[config.mk]
export PLATFORM = sky130hd
export DESIGN_NAME = sa_controller
export DESIGN_NICKNAME = d
export VERILOG_FILES = /design/src/sa_ctrl_pkg.sv /design/src/sa_step_if.sv /design/src/sa_phase_fsm.sv /design/src/sa_config_regs.sv /design/src/sa_row_map.sv /design/src/sa_loop_counters.sv /design/src/sa_controller.sv
export SDC_FILE = /design/constraint.sdc
export NUM_CORES = 1
export LEC_CHECK = 0
export ABC_AREA = 1
export BUFFER_PORTS_ARGS = -buffer_cell sky130_fd_sc_hd__buf_2
export CORE_ASPECT_RATIO = 0.6
export CORE_MARGIN = 3
export CORE_UTILIZATION = 35
export CTS_BUF_LIST = sky130_fd_sc_hd__clkbuf_4 sky130_fd_sc_hd__clkbuf_8
export DETAILED_ROUTE_END_ITERATION = 10
export PLACE_DENSITY_LB_ADDON = 0.1
export REMOVE_ABC_BUFFERS = 1
export SLEW_MARGIN = 20
export SYNTH_ARGS = -nofsm -noshare
export SYNTH_HDL_FRONTEND = slang
export SYNTH_HIERARCHICAL = 1
export SYNTH_SLANG_ARGS = --single-unit
[constraint.sdc]
create_clock -name clk_i -period 5.1 [get_ports clk_i]
set_input_delay 0.51 -clock clk_i [delete_from_list [all_inputs] [get_ports clk_i]]
set_output_delay 0.51 -clock clk_i [all_outputs]
set_load 0.005 [all_outputs]
[src/sa_ctrl_pkg.sv]
package sa_ctrl_pkg;

    //////////////////////////////
    // Array and field sizes
    //////////////////////////////
    localparam int N_ROWS     = 4;
    localparam int N_COLS     = 4;
    localparam int MAX_FILTER = 3;
    localparam int SEL_W      = 2;
    localparam int NCOL_W     = 2;
    localparam int TR_W       = 2;
    localparam int CFG_W      = N_ROWS * (SEL_W + NCOL_W + TR_W + 1);

    // Bit offsets of the field groups in the ROM word
    localparam int SEL_OFS  = 0;
    localparam int NCOL_OFS = SEL_OFS + N_ROWS * SEL_W;
    localparam int TR_OFS   = NCOL_OFS + N_ROWS * NCOL_W;
    localparam int EN_OFS   = TR_OFS + N_ROWS * TR_W;

    localparam int ROM_ADDR_W  = 10;
    localparam int FEAT_ADDR_W = 16;
    localparam int CH_W        = 6;
    localparam int ITER_W      = 4;
    localparam int IN_RND_W    = 5;

    //////////////////////////////
    // Phase timing
    //////////////////////////////
    localparam int READY_CYCLES = 3;
    localparam int DRAIN_BASE   = 6;
    localparam int DRAIN_MAX    = 2 * (MAX_FILTER - 1) + DRAIN_BASE;
    localparam int LOAD_CNT_W   = $clog2(N_COLS);
    localparam int READY_CNT_W  = $clog2(READY_CYCLES);
    localparam int DRAIN_W      = $clog2(DRAIN_MAX + 1);

    // Phase encoding
    localparam int PH_W = 4;
    localparam logic [PH_W-1:0] PH_IDLE         = 4'd0;
    localparam logic [PH_W-1:0] PH_WAIT_WEIGHT  = 4'd1;
    localparam logic [PH_W-1:0] PH_LOAD         = 4'd2;
    localparam logic [PH_W-1:0] PH_WAIT_BRAM    = 4'd3;
    localparam logic [PH_W-1:0] PH_READY        = 4'd4;
    localparam logic [PH_W-1:0] PH_START        = 4'd5;
    localparam logic [PH_W-1:0] PH_WAITING      = 4'd6;
    localparam logic [PH_W-1:0] PH_STORE        = 4'd7;
    localparam logic [PH_W-1:0] PH_NEXT_CHANNEL = 4'd8;
    localparam logic [PH_W-1:0] PH_NEXT_FILTER  = 4'd9;
    localparam logic [PH_W-1:0] PH_NEXT_INPUT   = 4'd10;

endpackage

[src/sa_step_if.sv]
`timescale 1ns/100ps

interface sa_step_if;
    import sa_ctrl_pkg::*;

    // Strobes from the sequencer
    logic [PH_W-1:0] phase;
    logic            clear;
    logic            cfg_load;
    logic            feat_step;
    logic            input_step;
    logic            drain_enter;
    logic            store_step;
    logic            next_input_step;

    // Loop status back to the sequencer
    logic               chans_done;
    logic               filters_done;
    logic               inputs_done;
    logic               input_last;
    logic [DRAIN_W-1:0] drain_len;
    logic [NCOL_W-1:0]  filter_size;

    modport seq (
        output phase, clear, cfg_load, feat_step, input_step, drain_enter,
               store_step, next_input_step,
        input  chans_done, filters_done, inputs_done, input_last, drain_len
    );

    modport cfg (input clear, cfg_load);

    modport loop (
        input  phase, clear, cfg_load, feat_step, input_step, drain_enter,
               store_step, next_input_step,
        output chans_done, filters_done, inputs_done, input_last, drain_len, filter_size
    );

endinterface

[src/sa_phase_fsm.sv]
`timescale 1ns/100ps

module sa_phase_fsm (
    input  logic   clk_i,
    input  logic   sel_mux_tr_rst,
    input  logic   input_ready_i,
    input  logic   weight_ready_i,
    input  logic   bram_ready_i,
    sa_step_if.seq step,
    output logic   rst_o,
    output logic   load_o,
    output logic   ready_o,
    output logic   start_op_o,
    output logic   rd_weight_ld_o,
    output logic   rd_weight_rst_o,
    output logic   rd_feature_ld_o,
    output logic   rd_rom_signals_ld_o
);
    import sa_ctrl_pkg::*;

    logic [PH_W-1:0]        ph_q;
    logic [PH_W-1:0]        ph_nxt;
    logic [LOAD_CNT_W-1:0]  load_cnt_q;
    logic [READY_CNT_W-1:0] ready_cnt_q;
    logic [DRAIN_W-1:0]     drain_cnt_q;
    logic                   drain_last;

    assign drain_last = (drain_cnt_q == step.drain_len - 1'b1);

    //////////////////////////////
    // Next phase
    //////////////////////////////
    always_comb begin
        ph_nxt = ph_q;
        case (ph_q)
            // Every new pass starts the same way
            PH_IDLE, PH_NEXT_CHANNEL, PH_NEXT_FILTER, PH_NEXT_INPUT: begin
                if (input_ready_i) begin
                    ph_nxt = weight_ready_i ? PH_LOAD : PH_WAIT_WEIGHT;
                end
            end
            PH_WAIT_WEIGHT: begin
                if (weight_ready_i) ph_nxt = PH_LOAD;
            end
            PH_LOAD: begin
                if (load_cnt_q == LOAD_CNT_W'(N_COLS - 1)) ph_nxt = PH_WAIT_BRAM;
            end
            PH_WAIT_BRAM: begin
                if (bram_ready_i) ph_nxt = PH_READY;
            end
            PH_READY: begin
                if (ready_cnt_q == READY_CNT_W'(READY_CYCLES - 1)) ph_nxt = PH_START;
            end
            PH_START: begin
                // Last input sent and nothing pending upstream
                if (step.input_last && !input_ready_i && !bram_ready_i) begin
                    ph_nxt = PH_WAITING;
                end
            end
            PH_WAITING: begin
                if (drain_last) begin
                    ph_nxt = step.chans_done ? PH_STORE : PH_NEXT_CHANNEL;
                end
            end
            PH_STORE: begin
                if (step.filters_done && step.inputs_done) ph_nxt = PH_IDLE;
                else if (step.filters_done) ph_nxt = PH_NEXT_INPUT;
                else ph_nxt = PH_NEXT_FILTER;
            end
            default: ph_nxt = PH_IDLE;
        endcase
    end

    // Phase register and timers; each timer sits at zero outside its phase
    always_ff @(posedge clk_i or posedge sel_mux_tr_rst) begin
        if (sel_mux_tr_rst) begin
            ph_q        <= PH_IDLE;
            load_cnt_q  <= '0;
            ready_cnt_q <= '0;
            drain_cnt_q <= '0;
        end else begin
            ph_q        <= ph_nxt;
            load_cnt_q  <= (ph_q == PH_LOAD) ? load_cnt_q + 1'b1 : '0;
            ready_cnt_q <= (ph_q == PH_READY) ? ready_cnt_q + 1'b1 : '0;
            drain_cnt_q <= (ph_q == PH_WAITING) ? drain_cnt_q + 1'b1 : '0;
        end
    end

    //////////////////////////////
    // Strobes to the datapath
    //////////////////////////////
    assign step.phase           = ph_q;
    assign step.clear           = (ph_q == PH_IDLE);
    assign step.cfg_load        = (ph_q == PH_LOAD);
    assign step.feat_step       = (ph_q == PH_READY) || (ph_q == PH_START);
    assign step.input_step      = (ph_q == PH_START);
    assign step.drain_enter     = (ph_q == PH_WAITING) && (drain_cnt_q == '0);
    assign step.store_step      = (ph_q == PH_STORE);
    assign step.next_input_step = (ph_q == PH_STORE) && step.filters_done && !step.inputs_done;

    // Array control outputs
    assign rst_o               = (ph_q == PH_IDLE);
    assign rd_weight_rst_o     = (ph_q == PH_IDLE);
    assign load_o              = (ph_q == PH_LOAD);
    assign rd_weight_ld_o      = (ph_q == PH_LOAD);
    assign rd_rom_signals_ld_o = (ph_q == PH_LOAD);
    assign ready_o             = (ph_q == PH_READY);
    assign rd_feature_ld_o     = step.feat_step;
    assign start_op_o          = (ph_q == PH_START) || (ph_q == PH_WAITING);

endmodule

[src/sa_config_regs.sv]
`timescale 1ns/100ps

module sa_config_regs (
    input  logic                                                   clk_i,
    input  logic                                                   sel_mux_tr_rst,
    input  logic [sa_ctrl_pkg::CFG_W-1:0]                          rom_word_i,
    sa_step_if.cfg                                                 step,
    output logic [sa_ctrl_pkg::N_ROWS-1:0][sa_ctrl_pkg::SEL_W-1:0]  f_sel_o,
    output logic [sa_ctrl_pkg::N_ROWS-1:0][sa_ctrl_pkg::NCOL_W-1:0] number_of_columns_o,
    output logic [sa_ctrl_pkg::N_ROWS-1:0][sa_ctrl_pkg::NCOL_W-1:0] column_num_o,
    output logic [sa_ctrl_pkg::N_ROWS-1:0][sa_ctrl_pkg::TR_W-1:0]   sel_mux_tr_o,
    output logic [sa_ctrl_pkg::N_ROWS-1:0]                          en_adder_node_o
);
    import sa_ctrl_pkg::*;

    logic [N_ROWS-1:0][SEL_W-1:0]  f_sel_fld;
    logic [N_ROWS-1:0][NCOL_W-1:0] ncol_fld;
    logic [N_ROWS-1:0][TR_W-1:0]   tr_fld;
    logic [N_ROWS-1:0]             en_fld;
    logic [N_ROWS-1:0][TR_W-1:0]   tr_pre_q;
    logic [N_ROWS-1:0][NCOL_W-1:0] col_cnt_q;

    //////////////////////////////
    // ROM word decode
    //////////////////////////////
    // Groups packed back to back, row 0 in the low bits of each
    assign f_sel_fld = rom_word_i[SEL_OFS +: N_ROWS * SEL_W];
    assign ncol_fld  = rom_word_i[NCOL_OFS +: N_ROWS * NCOL_W];
    assign tr_fld    = rom_word_i[TR_OFS +: N_ROWS * TR_W];
    assign en_fld    = rom_word_i[EN_OFS +: N_ROWS];

    //////////////////////////////
    // Per-row registers
    //////////////////////////////
    always_ff @(posedge clk_i or posedge sel_mux_tr_rst) begin
        if (sel_mux_tr_rst) begin
            f_sel_o             <= '0;
            number_of_columns_o <= '0;
            column_num_o        <= '0;
            tr_pre_q            <= '0;
            sel_mux_tr_o        <= '0;
            en_adder_node_o     <= '0;
            col_cnt_q           <= '0;
        end else if (step.clear) begin
            f_sel_o             <= '0;
            number_of_columns_o <= '0;
            column_num_o        <= '0;
            tr_pre_q            <= '0;
            sel_mux_tr_o        <= '0;
            en_adder_node_o     <= '0;
            col_cnt_q           <= '0;
        end else if (step.cfg_load) begin
            f_sel_o             <= f_sel_fld;
            number_of_columns_o <= ncol_fld;
            en_adder_node_o     <= en_fld;
            // Transfer selects trail the rest by one load cycle
            tr_pre_q            <= tr_fld;
            sel_mux_tr_o        <= tr_pre_q;
            // Column number counts down from the row's column count
            for (int r = 0; r < N_ROWS; r++) begin
                column_num_o[r] <= ncol_fld[r] - col_cnt_q[r];
                if (col_cnt_q[r] == ncol_fld[r] - 1'b1) begin
                    col_cnt_q[r] <= '0;
                end else begin
                    col_cnt_q[r] <= col_cnt_q[r] + 1'b1;
                end
            end
        end
    end

endmodule

[src/sa_row_map.sv]
`timescale 1ns/100ps

module sa_row_map (
    input  logic [sa_ctrl_pkg::NCOL_W-1:0]                          filter_size_i,
    output logic [sa_ctrl_pkg::N_ROWS-1:0][sa_ctrl_pkg::NCOL_W-1:0] row_num_o,
    output logic [sa_ctrl_pkg::N_ROWS-1:0]                          sel_mux_node_o
);
    import sa_ctrl_pkg::*;

    // Rows are grouped by filter size, numbering restarts at 1 per group
    always_comb begin
        logic [NCOL_W-1:0] pos;
        logic [NCOL_W-1:0] row;
        pos = '0;
        for (int i = 0; i < N_ROWS; i++) begin
            if (pos == filter_size_i) begin
                pos = '0;
            end
            row = pos + 1'b1;
            row_num_o[i] = row;
            // Last row of a group feeds the node adder directly
            sel_mux_node_o[i] = (row != filter_size_i);
            pos = pos + 1'b1;
        end
    end

endmodule

[src/sa_loop_counters.sv]
`timescale 1ns/100ps

module sa_loop_counters (
    input  logic                                clk_i,
    input  logic                                sel_mux_tr_rst,
    input  logic [sa_ctrl_pkg::NCOL_W-1:0]      filter_size_i,
    input  logic [sa_ctrl_pkg::ITER_W-1:0]      iteration_num_filters_i,
    input  logic [sa_ctrl_pkg::ITER_W-1:0]      iteration_num_inputs_i,
    input  logic [sa_ctrl_pkg::CH_W-1:0]        total_num_channels_i,
    input  logic [sa_ctrl_pkg::IN_RND_W-1:0]    num_input_a_round_i,
    sa_step_if.loop                             step,
    output logic [sa_ctrl_pkg::FEAT_ADDR_W-1:0] in_feature_addr_o,
    output logic [sa_ctrl_pkg::ROM_ADDR_W-1:0]  rom_addr_o
);
    import sa_ctrl_pkg::*;

    logic [NCOL_W-1:0]   fs_q;
    logic [ITER_W-1:0]   iter_flt_q;
    logic [ITER_W-1:0]   iter_in_q;
    logic [CH_W-1:0]     total_ch_q;
    logic [IN_RND_W-1:0] num_in_q;
    logic [CH_W-1:0]     ch_cnt_q;
    logic [ITER_W-1:0]   flt_rnd_q;
    logic [ITER_W-1:0]   in_rnd_q;
    logic [IN_RND_W-1:0] in_cnt_q;
    logic [CH_W-1:0]     ch_per_pass;

    // Channels covered by one pass of the array
    assign ch_per_pass = (fs_q == '0) ? '0 : CH_W'(N_ROWS / fs_q);

    //////////////////////////////
    // Layer parameters
    //////////////////////////////
    // Tracks the inputs in idle, so the value on the exit edge is kept
    always_ff @(posedge clk_i or posedge sel_mux_tr_rst) begin
        if (sel_mux_tr_rst) begin
            fs_q       <= '0;
            iter_flt_q <= '0;
            iter_in_q  <= '0;
            total_ch_q <= '0;
            num_in_q   <= '0;
        end else if (step.clear) begin
            fs_q       <= filter_size_i;
            iter_flt_q <= iteration_num_filters_i;
            iter_in_q  <= iteration_num_inputs_i;
            total_ch_q <= total_num_channels_i;
            num_in_q   <= num_input_a_round_i;
        end
    end

    //////////////////////////////
    // Loop and address counters
    //////////////////////////////
    always_ff @(posedge clk_i or posedge sel_mux_tr_rst) begin
        if (sel_mux_tr_rst) begin
            ch_cnt_q          <= '0;
            flt_rnd_q         <= '0;
            in_rnd_q          <= '0;
            in_cnt_q          <= '0;
            in_feature_addr_o <= '0;
            rom_addr_o        <= '0;
        end else if (step.clear) begin
            ch_cnt_q          <= '0;
            flt_rnd_q         <= '0;
            in_rnd_q          <= '0;
            in_cnt_q          <= '0;
            in_feature_addr_o <= '0;
            rom_addr_o        <= '0;
        end else begin
            if (step.drain_enter) ch_cnt_q <= ch_cnt_q + ch_per_pass;
            else if (step.store_step) ch_cnt_q <= '0;
            // A new input round restarts the filter rounds
            if (step.next_input_step) begin
                flt_rnd_q <= '0;
                in_rnd_q  <= in_rnd_q + 1'b1;
            end else if (step.store_step) begin
                flt_rnd_q <= flt_rnd_q + 1'b1;
            end
            // Input count holds on the last input of the round
            if (step.input_step && !step.input_last) in_cnt_q <= in_cnt_q + 1'b1;
            else if (step.drain_enter) in_cnt_q <= '0;
            if (step.feat_step) in_feature_addr_o <= in_feature_addr_o + 1'b1;
            else if (step.phase == PH_WAITING) in_feature_addr_o <= '0;
            if (step.cfg_load) rom_addr_o <= rom_addr_o + 1'b1;
        end
    end

    // Status back to the sequencer
    assign step.chans_done   = (ch_cnt_q >= total_ch_q);
    assign step.filters_done = (flt_rnd_q == iter_flt_q);
    assign step.inputs_done  = (in_rnd_q == iter_in_q);
    assign step.input_last   = (in_cnt_q == num_in_q - 1'b1);
    assign step.drain_len    = DRAIN_W'(2 * fs_q + DRAIN_BASE - 2);
    assign step.filter_size  = fs_q;

endmodule

[src/sa_controller.sv]
`timescale 1ns/100ps

module sa_controller (
    input  logic                                                    clk_i,
    input  logic                                                    sel_mux_tr_rst,
    input  logic                                                    input_ready_i,
    input  logic                                                    weight_ready_i,
    input  logic                                                    bram_ready_i,
    input  logic [sa_ctrl_pkg::CFG_W-1:0]                           rom_word_i,
    input  logic [sa_ctrl_pkg::NCOL_W-1:0]                          filter_size_i,
    input  logic [sa_ctrl_pkg::ITER_W-1:0]                          iteration_num_filters_i,
    input  logic [sa_ctrl_pkg::ITER_W-1:0]                          iteration_num_inputs_i,
    input  logic [sa_ctrl_pkg::CH_W-1:0]                            total_num_channels_i,
    input  logic [sa_ctrl_pkg::IN_RND_W-1:0]                        num_input_a_round_i,
    output logic                                                    rst_o,
    output logic                                                    load_o,
    output logic                                                    ready_o,
    output logic                                                    start_op_o,
    output logic                                                    rd_weight_ld_o,
    output logic                                                    rd_weight_rst_o,
    output logic                                                    rd_feature_ld_o,
    output logic                                                    rd_rom_signals_ld_o,
    output logic [sa_ctrl_pkg::FEAT_ADDR_W-1:0]                     in_feature_addr_o,
    output logic [sa_ctrl_pkg::ROM_ADDR_W-1:0]                      rom_addr_o,
    output logic [sa_ctrl_pkg::N_ROWS-1:0][sa_ctrl_pkg::SEL_W-1:0]  f_sel_o,
    output logic [sa_ctrl_pkg::N_ROWS-1:0][sa_ctrl_pkg::NCOL_W-1:0] number_of_columns_o,
    output logic [sa_ctrl_pkg::N_ROWS-1:0][sa_ctrl_pkg::NCOL_W-1:0] column_num_o,
    output logic [sa_ctrl_pkg::N_ROWS-1:0][sa_ctrl_pkg::TR_W-1:0]   sel_mux_tr_o,
    output logic [sa_ctrl_pkg::N_ROWS-1:0]                          en_adder_node_o,
    output logic [sa_ctrl_pkg::N_ROWS-1:0][sa_ctrl_pkg::NCOL_W-1:0] row_num_o,
    output logic [sa_ctrl_pkg::N_ROWS-1:0]                          sel_mux_node_o
);

    sa_step_if step_bus ();

    // Sequencer
    sa_phase_fsm u_phase_fsm (
        .clk_i               (clk_i),
        .sel_mux_tr_rst      (sel_mux_tr_rst),
        .input_ready_i       (input_ready_i),
        .weight_ready_i      (weight_ready_i),
        .bram_ready_i        (bram_ready_i),
        .step                (step_bus.seq),
        .rst_o               (rst_o),
        .load_o              (load_o),
        .ready_o             (ready_o),
        .start_op_o          (start_op_o),
        .rd_weight_ld_o      (rd_weight_ld_o),
        .rd_weight_rst_o     (rd_weight_rst_o),
        .rd_feature_ld_o     (rd_feature_ld_o),
        .rd_rom_signals_ld_o (rd_rom_signals_ld_o)
    );

    sa_config_regs u_config_regs (
        .clk_i               (clk_i),
        .sel_mux_tr_rst      (sel_mux_tr_rst),
        .rom_word_i          (rom_word_i),
        .step                (step_bus.cfg),
        .f_sel_o             (f_sel_o),
        .number_of_columns_o (number_of_columns_o),
        .column_num_o        (column_num_o),
        .sel_mux_tr_o        (sel_mux_tr_o),
        .en_adder_node_o     (en_adder_node_o)
    );

    // Row map follows the latched filter size
    sa_row_map u_row_map (
        .filter_size_i  (step_bus.filter_size),
        .row_num_o      (row_num_o),
        .sel_mux_node_o (sel_mux_node_o)
    );

    sa_loop_counters u_loop_counters (
        .clk_i                   (clk_i),
        .sel_mux_tr_rst          (sel_mux_tr_rst),
        .filter_size_i           (filter_size_i),
        .iteration_num_filters_i (iteration_num_filters_i),
        .iteration_num_inputs_i  (iteration_num_inputs_i),
        .total_num_channels_i    (total_num_channels_i),
        .num_input_a_round_i     (num_input_a_round_i),
        .step                    (step_bus.loop),
        .in_feature_addr_o       (in_feature_addr_o),
        .rom_addr_o              (rom_addr_o)
    );

endmodule

==> results of run 1 <==
[worst paths after layout]
kind	startpoint	to	slack, ns	cells past startpoint
min in group clk_i	iteration_num_filters_i[0]	u_loop_counters/iter_flt_q[0]	0.26	3
setup reg to reg	u_phase_fsm/step.phase[2]	u_config_regs/column_num_o[1]	2.55	8
hold / removal	sel_mux_tr_rst	u_phase_fsm/ready_cnt_q[1]	0.11	2
max in group asynchronous	sel_mux_tr_rst	u_loop_counters/num_in_q[2]	3.90	3
hold reg to reg	u_phase_fsm/ready_cnt_q[0]	u_phase_fsm/ready_cnt_q[0]	0.43	1
setup / recovery	u_phase_fsm/step.phase[2]	rst_o	2.39	5
[metal layers]
metal / global-route usage (%) / share of wire [%] / wire length, um / vias to the layer above
met4: 4.54 / 0.92 / 161 / 0
met3: 3.84 / 4.2 / 731 / 12
li1: - / - / - / 3103
met2: 22.7 / 39 / 6790 / 118
met1: 26.4 / 56 / 9820 / 2722
met5: 0 / 0 / 0 / -
[power breakdown]
part / leakage, nW / switching (mW) / internal (mW)
registers: 1.74 / 0.230 / 1.36
logic: 2.52 / 1.41 / 0.751
clock network: 0.198 / 0.410 / 0.479
[logic make-up (layout without fill, tap and decap cells)]
| group | count (synthesis) | after routing | synth area share [%] |
|---|---|---|---|
| flops | 130 | 130 | 45.5 |
| xor+xnor | 10 | 10 | 1.23 |
| buf+inv | 169 | 306 | 10.3 |
| fa+ha+maj | 30 | 30 | 5.36 |
| simple gates | 407 | 407 | 26.0 |
| other cells | 3 | 5 | 0.158 |
| compound gates | 141 | 141 | 11.4 |
[cells in the final DEF (no fill, tap or decap), types with 2 or more instances in the layout]
master and instances:
nand2_1 225, buf_2 133, dfrtp_1 130, inv_1 121, nor2_1 62, nand3_1 61
o21ai_0 46, a21oi_1 30, o21ai_1 29, ha_1 29, clkbuf_8 20, inv_2 14
nand4_1 14, a22o_1 12, nor2_2 12, nand2_2 9, o22ai_1 6, buf_4 5
xor2_1 5, xnor2_1 5, conb_1 5, nor2_4 4, a21oi_2 4, clkinv_2 3
clkinvlp_4 3, nand3b_1 3, nand3_2 3, nand2_4 3, a32o_1 3, clkbuf_4 2
bufinv_16 2, nor3_4 2, nand3_4 2, o21bai_1 2, a31oi_1 2, a221oi_1 2
nor3_1 2
[state kept, by name (all words and copies together) (netlist names), 5 cells and up]
register	count
u_loop_counters/in_feature_addr_o	16
u_loop_counters/rom_addr_o	10
u_config_regs/col_cnt_q	8
u_config_regs/column_num_o	8
u_config_regs/f_sel_o	8
u_config_regs/number_of_columns_o	8
u_config_regs/sel_mux_tr_o	8
u_config_regs/tr_pre_q	8
u_loop_counters/ch_cnt_q	6
u_loop_counters/total_ch_q	6
u_loop_counters/in_cnt_q	5
u_loop_counters/num_in_q	5
[worst max-delay path: cells and delay by family, from the launching register on]
kind | cells | cell delay (ns)
buffers and inverters | 3 | 0.77
flip-flops | 1 | 0.45
AND/OR/NAND/NOR | 2 | 0.49
[cells in the mapped netlist (6+ instances only)]
master / number / area [um2]
inv_1: 123 / 462
o21ai_1: 29 / 145
inv_2: 12 / 45.0
nor2_1: 63 / 236
nand2_2: 9 / 56.3
nand3_1: 61 / 305
buf_2: 7 / 35.0
o21ai_0: 46 / 230
dfrtp_1: 130 / 3250
a21oi_1: 30 / 150
a22o_1: 12 / 105
o22ai_1: 6 / 37.5
nand4_1: 14 / 87.6
buf_4: 18 / 135
ha_1: 29 / 363
nand2_1: 225 / 845
nor2_2: 13 / 81.3
[through the flow]
| step | total power [mW] | util [%] | std cells |
|---|---|---|---|
| finish | 4.64 | 42.9 | 1295 |
| global route | 5.12 | 42.9 | 1295 |
| CTS | 4.72 | 42.9 | 1295 |
| detailed placement | 3.80 | 40.9 | 1264 |
| global placement | 3.79 | 40.9 | 1264 |
| floorplan | 3.03 | - | 860 |
[final cells by class]
type                    count  area, um2  share of cell area (%)
clock buffers              22        290                    3.47
repair buffers            138        703                    8.40
multi-input cells         593       3170                    37.9
clock inverters             9        106                    1.27
inverters                 137        517                    6.17
flip-flops and latches    130       3250                    38.8
well taps                 266        333                    3.97
==> key figures, run 1 <==
Status
  – Outcome: completed

Clocking
  – Post-CTS setup buffer count: 0
  – CTS tree: built
  – H-tree levels: 4
  – CTS Buf Count: 17
  – Clock transition at path regs: 0.08 ns
  – Clk sinks: 130
  – Post-CTS Hold Buffers: 0
  – Clock root buffer: clkbuf_8
  – Worst-Skew Late Latency: 0.45 ns
  – PostCTS Resize Cnt: 0
  – Clk buf depth: 2

Layout
  – Layout area overhead: 17.2%
  – Filler Cells Inserted: 1995
  – Share of layout cells above drive strength 1: 22.1%
  – Post-route cell area: 8380 um2
  – N_diodes: 0
  – Layout net count: 1101

Synth
  – Ys flop type: dfrtp_1
  – Library cells used by synthesis: 49
  – Seq/Total Area, Yosys: 45.5%
  – Avg Inst Size Synth: 8.03 um2
  – Fraction of registers with async set/reset: 100%
  – YS warnings: 6
  – Gate Count Post-Synth: 890
  – Post-synth EDFFs: 0
  – Number of synthesized register bits: 130
  – Synthesized cell area: 7140 um2

Detailed routing
  – First-pass iteration count of the detailed router: 5
  – Via/cell ratio: 4.60
  – Residual DRC: 0
  – DRT antenna net count: 0
  – Vias post-DR: 5955
  – DRT Wirelength: 17500 um
  – Drt initial violations: 385
  – Routed wire per std cell: 13.5 um

Critical path
  – Worst setup EP type: output pin
  – Critical-path top delay cell: dfrtp_1
  – Startpoint types: flop
  – CP max stage delay: 0.45 ns
  – CP required: 4.59 ns
  – WP data arrival: 2.20 ns
  – Worst path cell trace: inv_2, nand2_1, nor2_4, buf_4, buf_2
  – Peak fanout along the critical path: 38
  – Type of the worst setup path: flop to output pin

STA
  – Min Tclk post-route: 2.71 ns
  – RSZ-0062 raised after global routing: false
  – Sum Neg Setup Slack: 0 ns
  – Final worst-path cycle share: 53.1%
  – Final hold vios: 0
  – Max-slew headroom: 38.4%
  – Max Freq: 369 MHz
  – # setup viols final: 0
  – Clock skew: 0.0111 ns
  – Pins Over Slew Limit: 0
  – Setup WS post-layout: 2.39 ns
  – Worst-Margin Slew: 0.923 ns
  – Hold_ws: 0.106 ns

Placed design
  – RePlAce Congestion: 0.832
  – Port buffer count: 133
  – Hpwl dp: 13100 um
  – Place WS: 2.55 ns
  – Placed Area: 7980 um2

Power
  – Pwr Density: 554 nW/um2
  – Leakage: 4.46 nW
  – Maximum VDD drop: 0.210 mV

Floorplanning
  – Die Y: 117 um
  – I/O Pins: 136
  – Core area: 19500 um2
  – Site Rows: 39
  – Initial Util: 36.6%
  – Die width: 190 um
  – Die Area: 22200 um2

Run
  – Max_cap viols: 0

Hold path
  – Hold Path Class: input pin to async pin

Global routing
  – Vias in the first global route: 5676
  – GR Util All Layers: 16.8%
  – Pin count of the biggest net entering global routing: 53
  – GR Overflow Total: 0
  – First-pass GRT wire length: 29500 um
  – Initial antenna violation count: 0
No activity file was read; power rests on OpenSTA's default activity.
==> inputs of run 2 (changes only) <==
--- a/config.mk
+++ b/config.mk
@@ -5,7 +5,7 @@
 export SDC_FILE = /design/constraint.sdc
 export NUM_CORES = 1
 export LEC_CHECK = 0
-export ABC_AREA = 1
+export ABC_AREA = 0
 export BUFFER_PORTS_ARGS = -buffer_cell sky130_fd_sc_hd__buf_2
 export CORE_ASPECT_RATIO = 0.6
 export CORE_MARGIN = 3
==> constraint.sdc (replaced) <==
create_clock -name clk_i -period 2.4 [get_ports clk_i]
set_input_delay 0.24 -clock clk_i [delete_from_list [all_inputs] [get_ports clk_i]]
set_output_delay 0.24 -clock clk_i [all_outputs]
set_load 0.005 [all_outputs]
==> run 2 against run 1 <==
Against the previous run:
- the run now ends with negative setup slack left
- synthesized cell count down 21%
- sequential power up 120%
- hold slack worse by 0.062 ns
- first-iteration DRC count down 36%
- sequential share of layout area down 2.3 points
- critical path type is now flop to flop
==> key figures, run 2 <==
Status
  – Outcome: complete, but fails checks (was completed)
  – Failing checks: negative setup slack

Global routing
  – GR Util All Layers: 15.8% (was 16.8%)
  – Initial antenna violation count: 0 (unchanged)
  – First-pass GRT wire length: 28300 um (was 29500 um)
  – Pin count of the biggest net entering global routing: 73 (was 53)
  – GR Overflow Total: 0 (unchanged)
  – Vias in the first global route: 5664 (was 5676)

Layout
  – Share of layout cells above drive strength 1: 28.0% (was 22.1%)
  – Post-layout util: 45.8% (was 42.9%)
  – Filler Cells Inserted: 1875 (was 1995)
  – N_diodes: 0 (unchanged)
  – Area of the multi-input gates: 3500 um2 (was 3170 um2)
  – Layout area overhead: 25.4% (was 17.2%)
  – Reg with most FFs: u_loop_counters/in_feature_addr_o (unchanged)
  – Register area: 3250 um2 (about the same)
  – Non-Filler Instances: 1145 (was 1295)
  – Largest regs: u_loop_counters/in_feature_addr_o (16), u_loop_counters/rom_addr_o (10) (unchanged)
  – Commonest non-fill, non-tap cells in the layout: buf_2 (133), dfrtp_1 (129), nor2_1 (86) (was nand2_1 (225), buf_2 (133), dfrtp_1 (130))
  – Number of flip-flops in the largest register: 16 (unchanged)
  – Most common cell after layout, fill and taps aside: buf_2 (was nand2_1)
  – Layout net count: 950 (was 1101)

Critical path
  – Worst setup EP type: flop (was output pin)
  – Flop-to-flop setup slack: -0.05 ns (was 2.55 ns)
  – Type of the worst setup path: flop to flop (was flop to output pin)
  – Startpoint types: flop (unchanged)
  – WP data arrival: 2.78 ns (was 2.20 ns)
  – Reg2reg end: u_phase_fsm/step.phase[0] (was u_config_regs/column_num_o[1])
  – FF-to-FF path depth: 9 (was 8)
  – CP required: 2.74 ns (was 4.59 ns)
  – Peak fanout along the critical path: 4 (was 38)
  – Worst R2R Start: u_loop_counters/num_in_q[1] (was u_phase_fsm/step.phase[2])

Clocking
  – H-tree levels: 4 (unchanged)
  – CTS Buf Count: 17 (unchanged)
  – Clock root buffer: clkbuf_8 (unchanged)
  – CTS tree: built (unchanged)
  – Worst-Skew Late Latency: 0.44 ns (was 0.45 ns)
  – Clk sinks: 130 (unchanged)
  – Clk buf depth: 2 (unchanged)
  – Clock transition at path regs: 0.08 ns (about the same)

Placed design
  – RePlAce Congestion: 0.771 (was 0.832)
  – Port buffer count: 133 (unchanged)
  – Dpl cells: 1083 (was 1264)
  – Hpwl dp: 11500 um (was 13100 um)

Synth
  – Library cells used by synthesis: 69 (was 49)
  – Ys flop type: dfrtp_1 (unchanged)
  – Seq/Total Area, Yosys: 45.8% (was 45.5%)
  – Synth cell count leaders: dfrtp_1 (130), nor2_1 (86), mux2i_1 (48) (was nand2_1 (225), dfrtp_1 (130), inv_1 (123))
  – Synth top area share: 45.8% (was 45.5%)
  – Top-count cell post-synth: dfrtp_1 (was nand2_1)
  – Avg Inst Size Synth: 10.1 um2 (was 8.03 um2)
  – Synthesized cell area: 7110 um2 (was 7140 um2)
  – Synth top area cells: dfrtp_1 (46%), mux2i_1 (6.8%), ha_1 (5.1%) (was dfrtp_1 (46%), nand2_1 (12%), inv_1 (6.5%))
  – Post-synth EDFFs: 0 (unchanged)
  – Largest area contributor in the netlist: dfrtp_1 (unchanged)
  – Fraction of registers with async set/reset: 100% (unchanged)
  – YS warnings: 6 (unchanged)
  – Gate Count Post-Synth: 701 (was 890)
  – Number of synthesized register bits: 130 (unchanged)

Detailed routing
  – Vias post-DR: 5521 (was 5955)
  – Drt initial violations: 245 (was 385)
  – First-pass iteration count of the detailed router: 4 (was 5)
  – Residual DRC: 0 (unchanged)
  – Via/cell ratio: 4.82 (was 4.60)
  – DRT antenna net count: 0 (unchanged)
  – Routed wire per std cell: 14.4 um (was 13.5 um)
  – DRT Wirelength: 16500 um (was 17500 um)

Floorplanning
  – Die Area: 22100 um2 (was 22200 um2)
  – Initial Util: 36.5% (was 36.6%)
  – Die Y: 116 um (was 117 um)
  – Die width: 190 um (about the same)
  – Core area: 19500 um2 (about the same)
  – Site Rows: 39 (unchanged)
  – I/O Pins: 136 (unchanged)

STA
  – Worst-Margin Slew: 0.981 ns (was 0.923 ns)
  – Setup WS post-layout: -0.0463 ns (was 2.39 ns)
  – Sum Neg Setup Slack: -0.0463 ns (was 0 ns)
  – RSZ-0062 raised after global routing: true (was false)
  – # setup viols final: 1 (was 0)
  – Max Freq: 409 MHz
  – Min Tclk post-route: 2.45 ns
  – Max-slew headroom: 34.5% (was 38.4%)
  – Pins Over Slew Limit: 0 (unchanged)
  – Final hold vios: 0 (unchanged)
  – Final worst-path cycle share: 102%
  – Clock skew: 0.0134 ns (was 0.0111 ns)

Run
  – Max_cap viols: 0 (unchanged)

Hold path
  – Hold path cells: 3
  – Hold EP: u_config_regs/tr_pre_q[1]
  – Min-delay src: rom_word_i[17]
  – Hold Path Class: input pin to flop (was input pin to async pin)

Power
  – Pwr Density: 1170 nW/um2 (was 554 nW/um2)
  – Maximum VDD drop: 0.476 mV (was 0.210 mV)
  – Tot Pwr: 10.4 mW (was 4.64 mW)
  – Leakage: 4.36 nW (was 4.46 nW)
run 2: cell count changes in the layout (fill, tap and decap cells not counted), sizes merged, moves of 27 or more:
cell	before	now
nand2	237	27
xor2	5	34
o21ai	75	42
inv	136	39
dlygate4sd3	0	27
nand3	66	9
mux2i	0	48
buf	138	167
run 2: stage by stage:
stage	hold WS, ns	cell area [um2]	worst slack [ns]
floorplan	0.105	6820	-6.82
detailed placement	0.347	8130	-0.159
finish	0.0442	8920	-0.0463
global route	0.00409	8920	-0.143
CTS	0.000227	8850	-0.0302
global placement	0.339	8130	-0.0660
run 2: timing repair:
| item | in CTS | in global routing |
|---|---|---|
| setup buffers | 3 | 0 |
| pin swaps | 5 | 5 |
| endpoints found under the setup margin | 9 | 18 |
| endpoints found under the hold margin | 80 | 1 |
| hold buffers | 26 | 1 |
| resized for setup | 7 | 12 |
run 2: cell families (layout without fill, tap and decap cells):
logic type	count (synthesis)	after routing	synth area share (%)
simple gates	223	223	16.3
flops	130	130	45.8
compound gates	116	116	10.7
buf+inv	87	263	6.14
mux	62	62	8.97
xor+xnor	50	50	6.58
fa+ha+maj	30	30	5.38
other cells	3	5	0.158
run 2: area by class of cell:
type	count	share of cell area, %
timing repair buffer	194	14.3
multi-input combinational	486	39.3
clock buffer	21	3.24
inverter	37	1.56
clock inverter	11	1.42
tap	266	3.73
sequential	130	36.5
run 2: worst max-delay path: stages, from the launching register on:
cell       delay (ns)
dfrtp_1          0.38
inv_2            0.06
ha_4             0.17
xnor2_1          0.13
o2bb2ai_2        0.14
a2111oi_4        0.33
or3b_4           0.43
a32oi_4          0.29
o2111ai_1        0.17
o221a_1          0.25
run 2: worst max-delay path by stage:
stage | from | to | slack, ns | cells after the start
floorplan | u_phase_fsm/step.phase[0] | u_loop_counters/in_feature_addr_o[1] | -6.82 | 4
global placement | u_loop_counters/num_in_q[0] | u_phase_fsm/step.phase[0] | -0.07 | 9
detailed placement | u_loop_counters/num_in_q[0] | u_phase_fsm/step.phase[0] | -0.16 | 9
finish | u_loop_counters/num_in_q[1] | u_phase_fsm/step.phase[0] | -0.05 | 9
CTS | u_loop_counters/num_in_q[1] | u_phase_fsm/step.phase[0] | -0.03 | 9
global route | u_phase_fsm/step.phase[0] | rst_o | -0.14 | 4
run 2: layer usage:
layer / wire length [um] / GRT usage [%] / part of all wire (%) / vias up
met5: 0 / 0 / 0 / -
met4: 174 / 4.72 / 1.1 / 0
met3: 697 / 4.65 / 4.2 / 15
met2: 7370 / 24.5 / 45 / 91
met1: 8290 / 21.7 / 50 / 2683
li1: - / - / - / 2732
run 2: where the power goes:
part           switching, mW  leakage (nW)  internal (mW)
clock                  0.915         0.201           1.04
sequential             0.576          1.69           2.92
combinational           2.56          2.46           2.45
==> inputs of run 3 (changes only) <==
--- a/config.mk
+++ b/config.mk
@@ -6,7 +6,7 @@
 export NUM_CORES = 1
 export LEC_CHECK = 0
 export ABC_AREA = 0
-export BUFFER_PORTS_ARGS = -buffer_cell sky130_fd_sc_hd__buf_2
+export BUFFER_PORTS_ARGS = -buffer_cell sky130_fd_sc_hd__buf_4
 export CORE_ASPECT_RATIO = 0.6
 export CORE_MARGIN = 3
 export CORE_UTILIZATION = 35
==> run 3 against run 2 <==
Against the previous run:
- the flow still finishes with violations (negative setup slack)
- worst setup slack got worse by 0.0028 ns
- critical path type unchanged
- clock power barely moved
- combinational power grew 6.6%
- cell count decreased by 0.17%
- largest cell class unchanged
- via count fell by 0.63%
- highest routed layer unchanged
- critical endpoint unchanged
==> key figures, run 3 (synthesis gave the netlist of run 2 again) <==
Placed design
  – Dpl cells: 1085 (was 1083)
  – RePlAce Congestion: 0.789 (was 0.771)
  – Port buffer count: 133 (unchanged)
  – Placed Area: 8490 um2 (was 8130 um2)
  – Hpwl dp: 11800 um (was 11500 um)

Power
  – Tot Pwr: 10.8 mW (was 10.4 mW)
  – Leakage: 4.43 nW (was 4.36 nW)
  – Maximum VDD drop: 0.488 mV (was 0.476 mV)
  – Pwr Density: 1170 nW/um2 (about the same)

Status
  – Failing checks: negative setup slack (unchanged)
  – Outcome: complete, but fails checks (unchanged)

Global routing
  – Vias in the first global route: 5457 (was 5664)
  – GR Overflow Total: 0 (unchanged)
  – First-pass GRT wire length: 27300 um (was 28300 um)
  – Pin count of the biggest net entering global routing: 53 (was 73)
  – GR Util All Layers: 15.4% (was 15.8%)
  – Initial antenna violation count: 0 (unchanged)

Critical path
  – Startpoint types: flop (unchanged)
  – CP required: 2.72 ns (was 2.74 ns)
  – Type of the worst setup path: flop to flop (unchanged)
  – WP data arrival: 2.77 ns (was 2.78 ns)
  – Worst setup EP type: flop (unchanged)
  – Bufs and invs on worst path: 1 (unchanged)
  – Worst path cell trace: inv_2, ha_4, and3_4, o2bb2ai_2, a2111oi_4, or3b_4, a32oi_4, o2111ai_2, o221a_1 (was inv_2, ha_4, xnor2_1, o2bb2ai_2, a2111oi_4, or3b_4, a32oi_4, o2111ai_1, o221a_1)
  – Critical-path top delay cell: or3b_4 (unchanged)
  – CP top delay family: compound AO/OA/AOI/OAI gates (unchanged)
  – Peak fanout along the critical path: 5 (was 4)
  – CP max stage delay: 0.43 ns (about the same)

Detailed routing
  – DRT antenna net count: 0 (unchanged)
  – Via/cell ratio: 4.80 (was 4.82)
  – Residual DRC: 0 (unchanged)
  – Vias post-DR: 5486 (was 5521)
  – Highest routed layer: met4 (unchanged)
  – DRT Wirelength: 16500 um (about the same)
  – Drt initial violations: 251 (was 245)
  – Met2 WL: 7590 um (was 7370 um)
  – Met3 Routed Length: 804 um (was 697 um)
  – Post-Route M1 WL: 7920 um (was 8290 um)
  – Routed wire per std cell: 14.4 um (about the same)
  – First-pass iteration count of the detailed router: 5 (was 4)

Clocking
  – Clock transition at path regs: 0.07 ns (was 0.08 ns)
  – CTS Buf Count: 17 (unchanged)
  – Clock root buffer: clkbuf_8 (unchanged)
  – H-tree levels: 4 (unchanged)
  – Clk buf depth: 2 (unchanged)
  – CTS tree: built (unchanged)
  – Worst-Skew Late Latency: 0.44 ns (about the same)
  – Clk sinks: 130 (unchanged)

Layout
  – Layout area overhead: 29.8% (was 25.4%)
  – Non-Filler Instances: 1143 (was 1145)
  – Most common cell after layout, fill and taps aside: buf_4 (was buf_2)
  – Number of flip-flops in the largest register: 16 (unchanged)
  – Filler Cells Inserted: 1793 (was 1875)
  – Layout net count: 949 (was 950)
  – Post-route cell area: 9230 um2 (was 8920 um2)
  – Largest regs: u_loop_counters/in_feature_addr_o (16), u_loop_counters/rom_addr_o (10) (unchanged)
  – Share of layout cells above drive strength 1: 28.5% (was 28.0%)
  – N_diodes: 0 (unchanged)
  – Reg with most FFs: u_loop_counters/in_feature_addr_o (unchanged)
  – Commonest non-fill, non-tap cells in the layout: buf_4 (163), dfrtp_1 (128), nor2_1 (86) (was buf_2 (133), dfrtp_1 (129), nor2_1 (86))

STA
  – RSZ-0062 raised after global routing: true (unchanged)
  – Final worst-path cycle share: 102% (about the same)
  – Max Freq: 408 MHz (was 409 MHz)
  – Sum Neg Setup Slack: -0.0502 ns (was -0.0463 ns)
  – Pins Over Slew Limit: 0 (unchanged)
  – Min Tclk post-route: 2.45 ns (about the same)
  – Final hold vios: 0 (unchanged)
  – Setup WS post-layout: -0.0491 ns (was -0.0463 ns)
  – Clock skew: 0.00719 ns (was 0.0134 ns)
  – Worst-Margin Slew: 0.994 ns (was 0.981 ns)
  – Hold_ws: 0.0481 ns (was 0.0442 ns)
  – Max-slew headroom: 33.6% (was 34.5%)
  – # setup viols final: 2 (was 1)

Run
  – Max_cap viols: 0 (unchanged)

Floorplanning
  – Initial Util: 36.5% (unchanged)
  – Site Rows: 39 (unchanged)
  – I/O Pins: 136 (unchanged)
  – Die Y: 116 um (unchanged)
  – Die Area: 22100 um2 (unchanged)
  – Die width: 190 um (unchanged)
  – Core area: 19500 um2 (unchanged)

Hold path
  – Hold Path Class: input pin to flop (unchanged)
## run 3: changes by cell type in the layout (fill, tap and decap cells not counted), sizes merged
| cell | change |
|---|---|
| buf | +4 |
| bufinv | +1 |
| clkbuf | -1 |
| clkinv | +4 |
| clkinvlp | -3 |
| dlygate4sd3 | -5 |
| inv | -2 |
## run 3: worst reg2reg max path: cells and delay by family (launching register included)
kind / cells / cell delay, ns
compound gates: 5 / 1.09
flops: 1 / 0.39
buf+inv: 1 / 0.08
fa+ha+maj: 1 / 0.17
simple gates: 2 / 0.62
## run 3: timing repair
action                     CTS  global route
hold buffers                22             0
hold endpoints to repair    73             0
gates resized for setup     10             8
pin swaps                    5             6
setup endpoints to repair    9            10
buffers inserted             3             2
## run 3: layer usage
layer,vias to the layer above,track usage [%]
li1,2725,-
met1,2635,21.1
met2,113,24.2
met3,13,4.14
met4,0,4.28
met5,-,0
## run 3: cell type report
cell class,instances,area (um2),area share (%)
inverters,37,139,1.50
flip-flops and latches,130,3260,35.3
multi-input cells,486,3510,38.1
clock buffers,20,269,2.91
repair buffers,193,1590,17.2
clock inverters,11,136,1.48
well taps,266,333,3.60
## run 3: stage by stage
stage                     worst slack, ns  util (%)
final                             -0.0491      47.4
after global routing               -0.147      47.4
after detailed placement           -0.165      43.6
after CTS                         -0.0305      47.1
after global placement            -0.0598      43.6
after floorplan                     -6.82         -
## run 3: final timing paths
path | start | end | slack (ns) | depth (start not counted)
setup / recovery | u_loop_counters/num_in_q[0] | u_phase_fsm/step.phase[0] | -0.05 | 9
hold / removal | rom_word_i[19] | u_config_regs/tr_pre_q[3] | 0.05 | 3
setup reg to reg | u_loop_counters/num_in_q[0] | u_phase_fsm/step.phase[0] | -0.05 | 9
hold reg to reg | u_phase_fsm/ready_cnt_q[0] | u_phase_fsm/ready_cnt_q[0] | 0.44 | 1
max in group asynchronous | sel_mux_tr_rst | u_config_regs/f_sel_o[3] | 1.36 | 4
min in group asynchronous | sel_mux_tr_rst | u_loop_counters/total_ch_q[5] | 0.27 | 3
## run 3: power breakdown
part	total [mW]	leakage (nW)	switching [mW]	internal, mW
Sequential	3.51	1.69	0.587	2.92
Combinational	5.33	2.53	2.59	2.74
Clock	1.93	0.211	0.851	1.08
Total	10.8	4.43	4.03	6.74
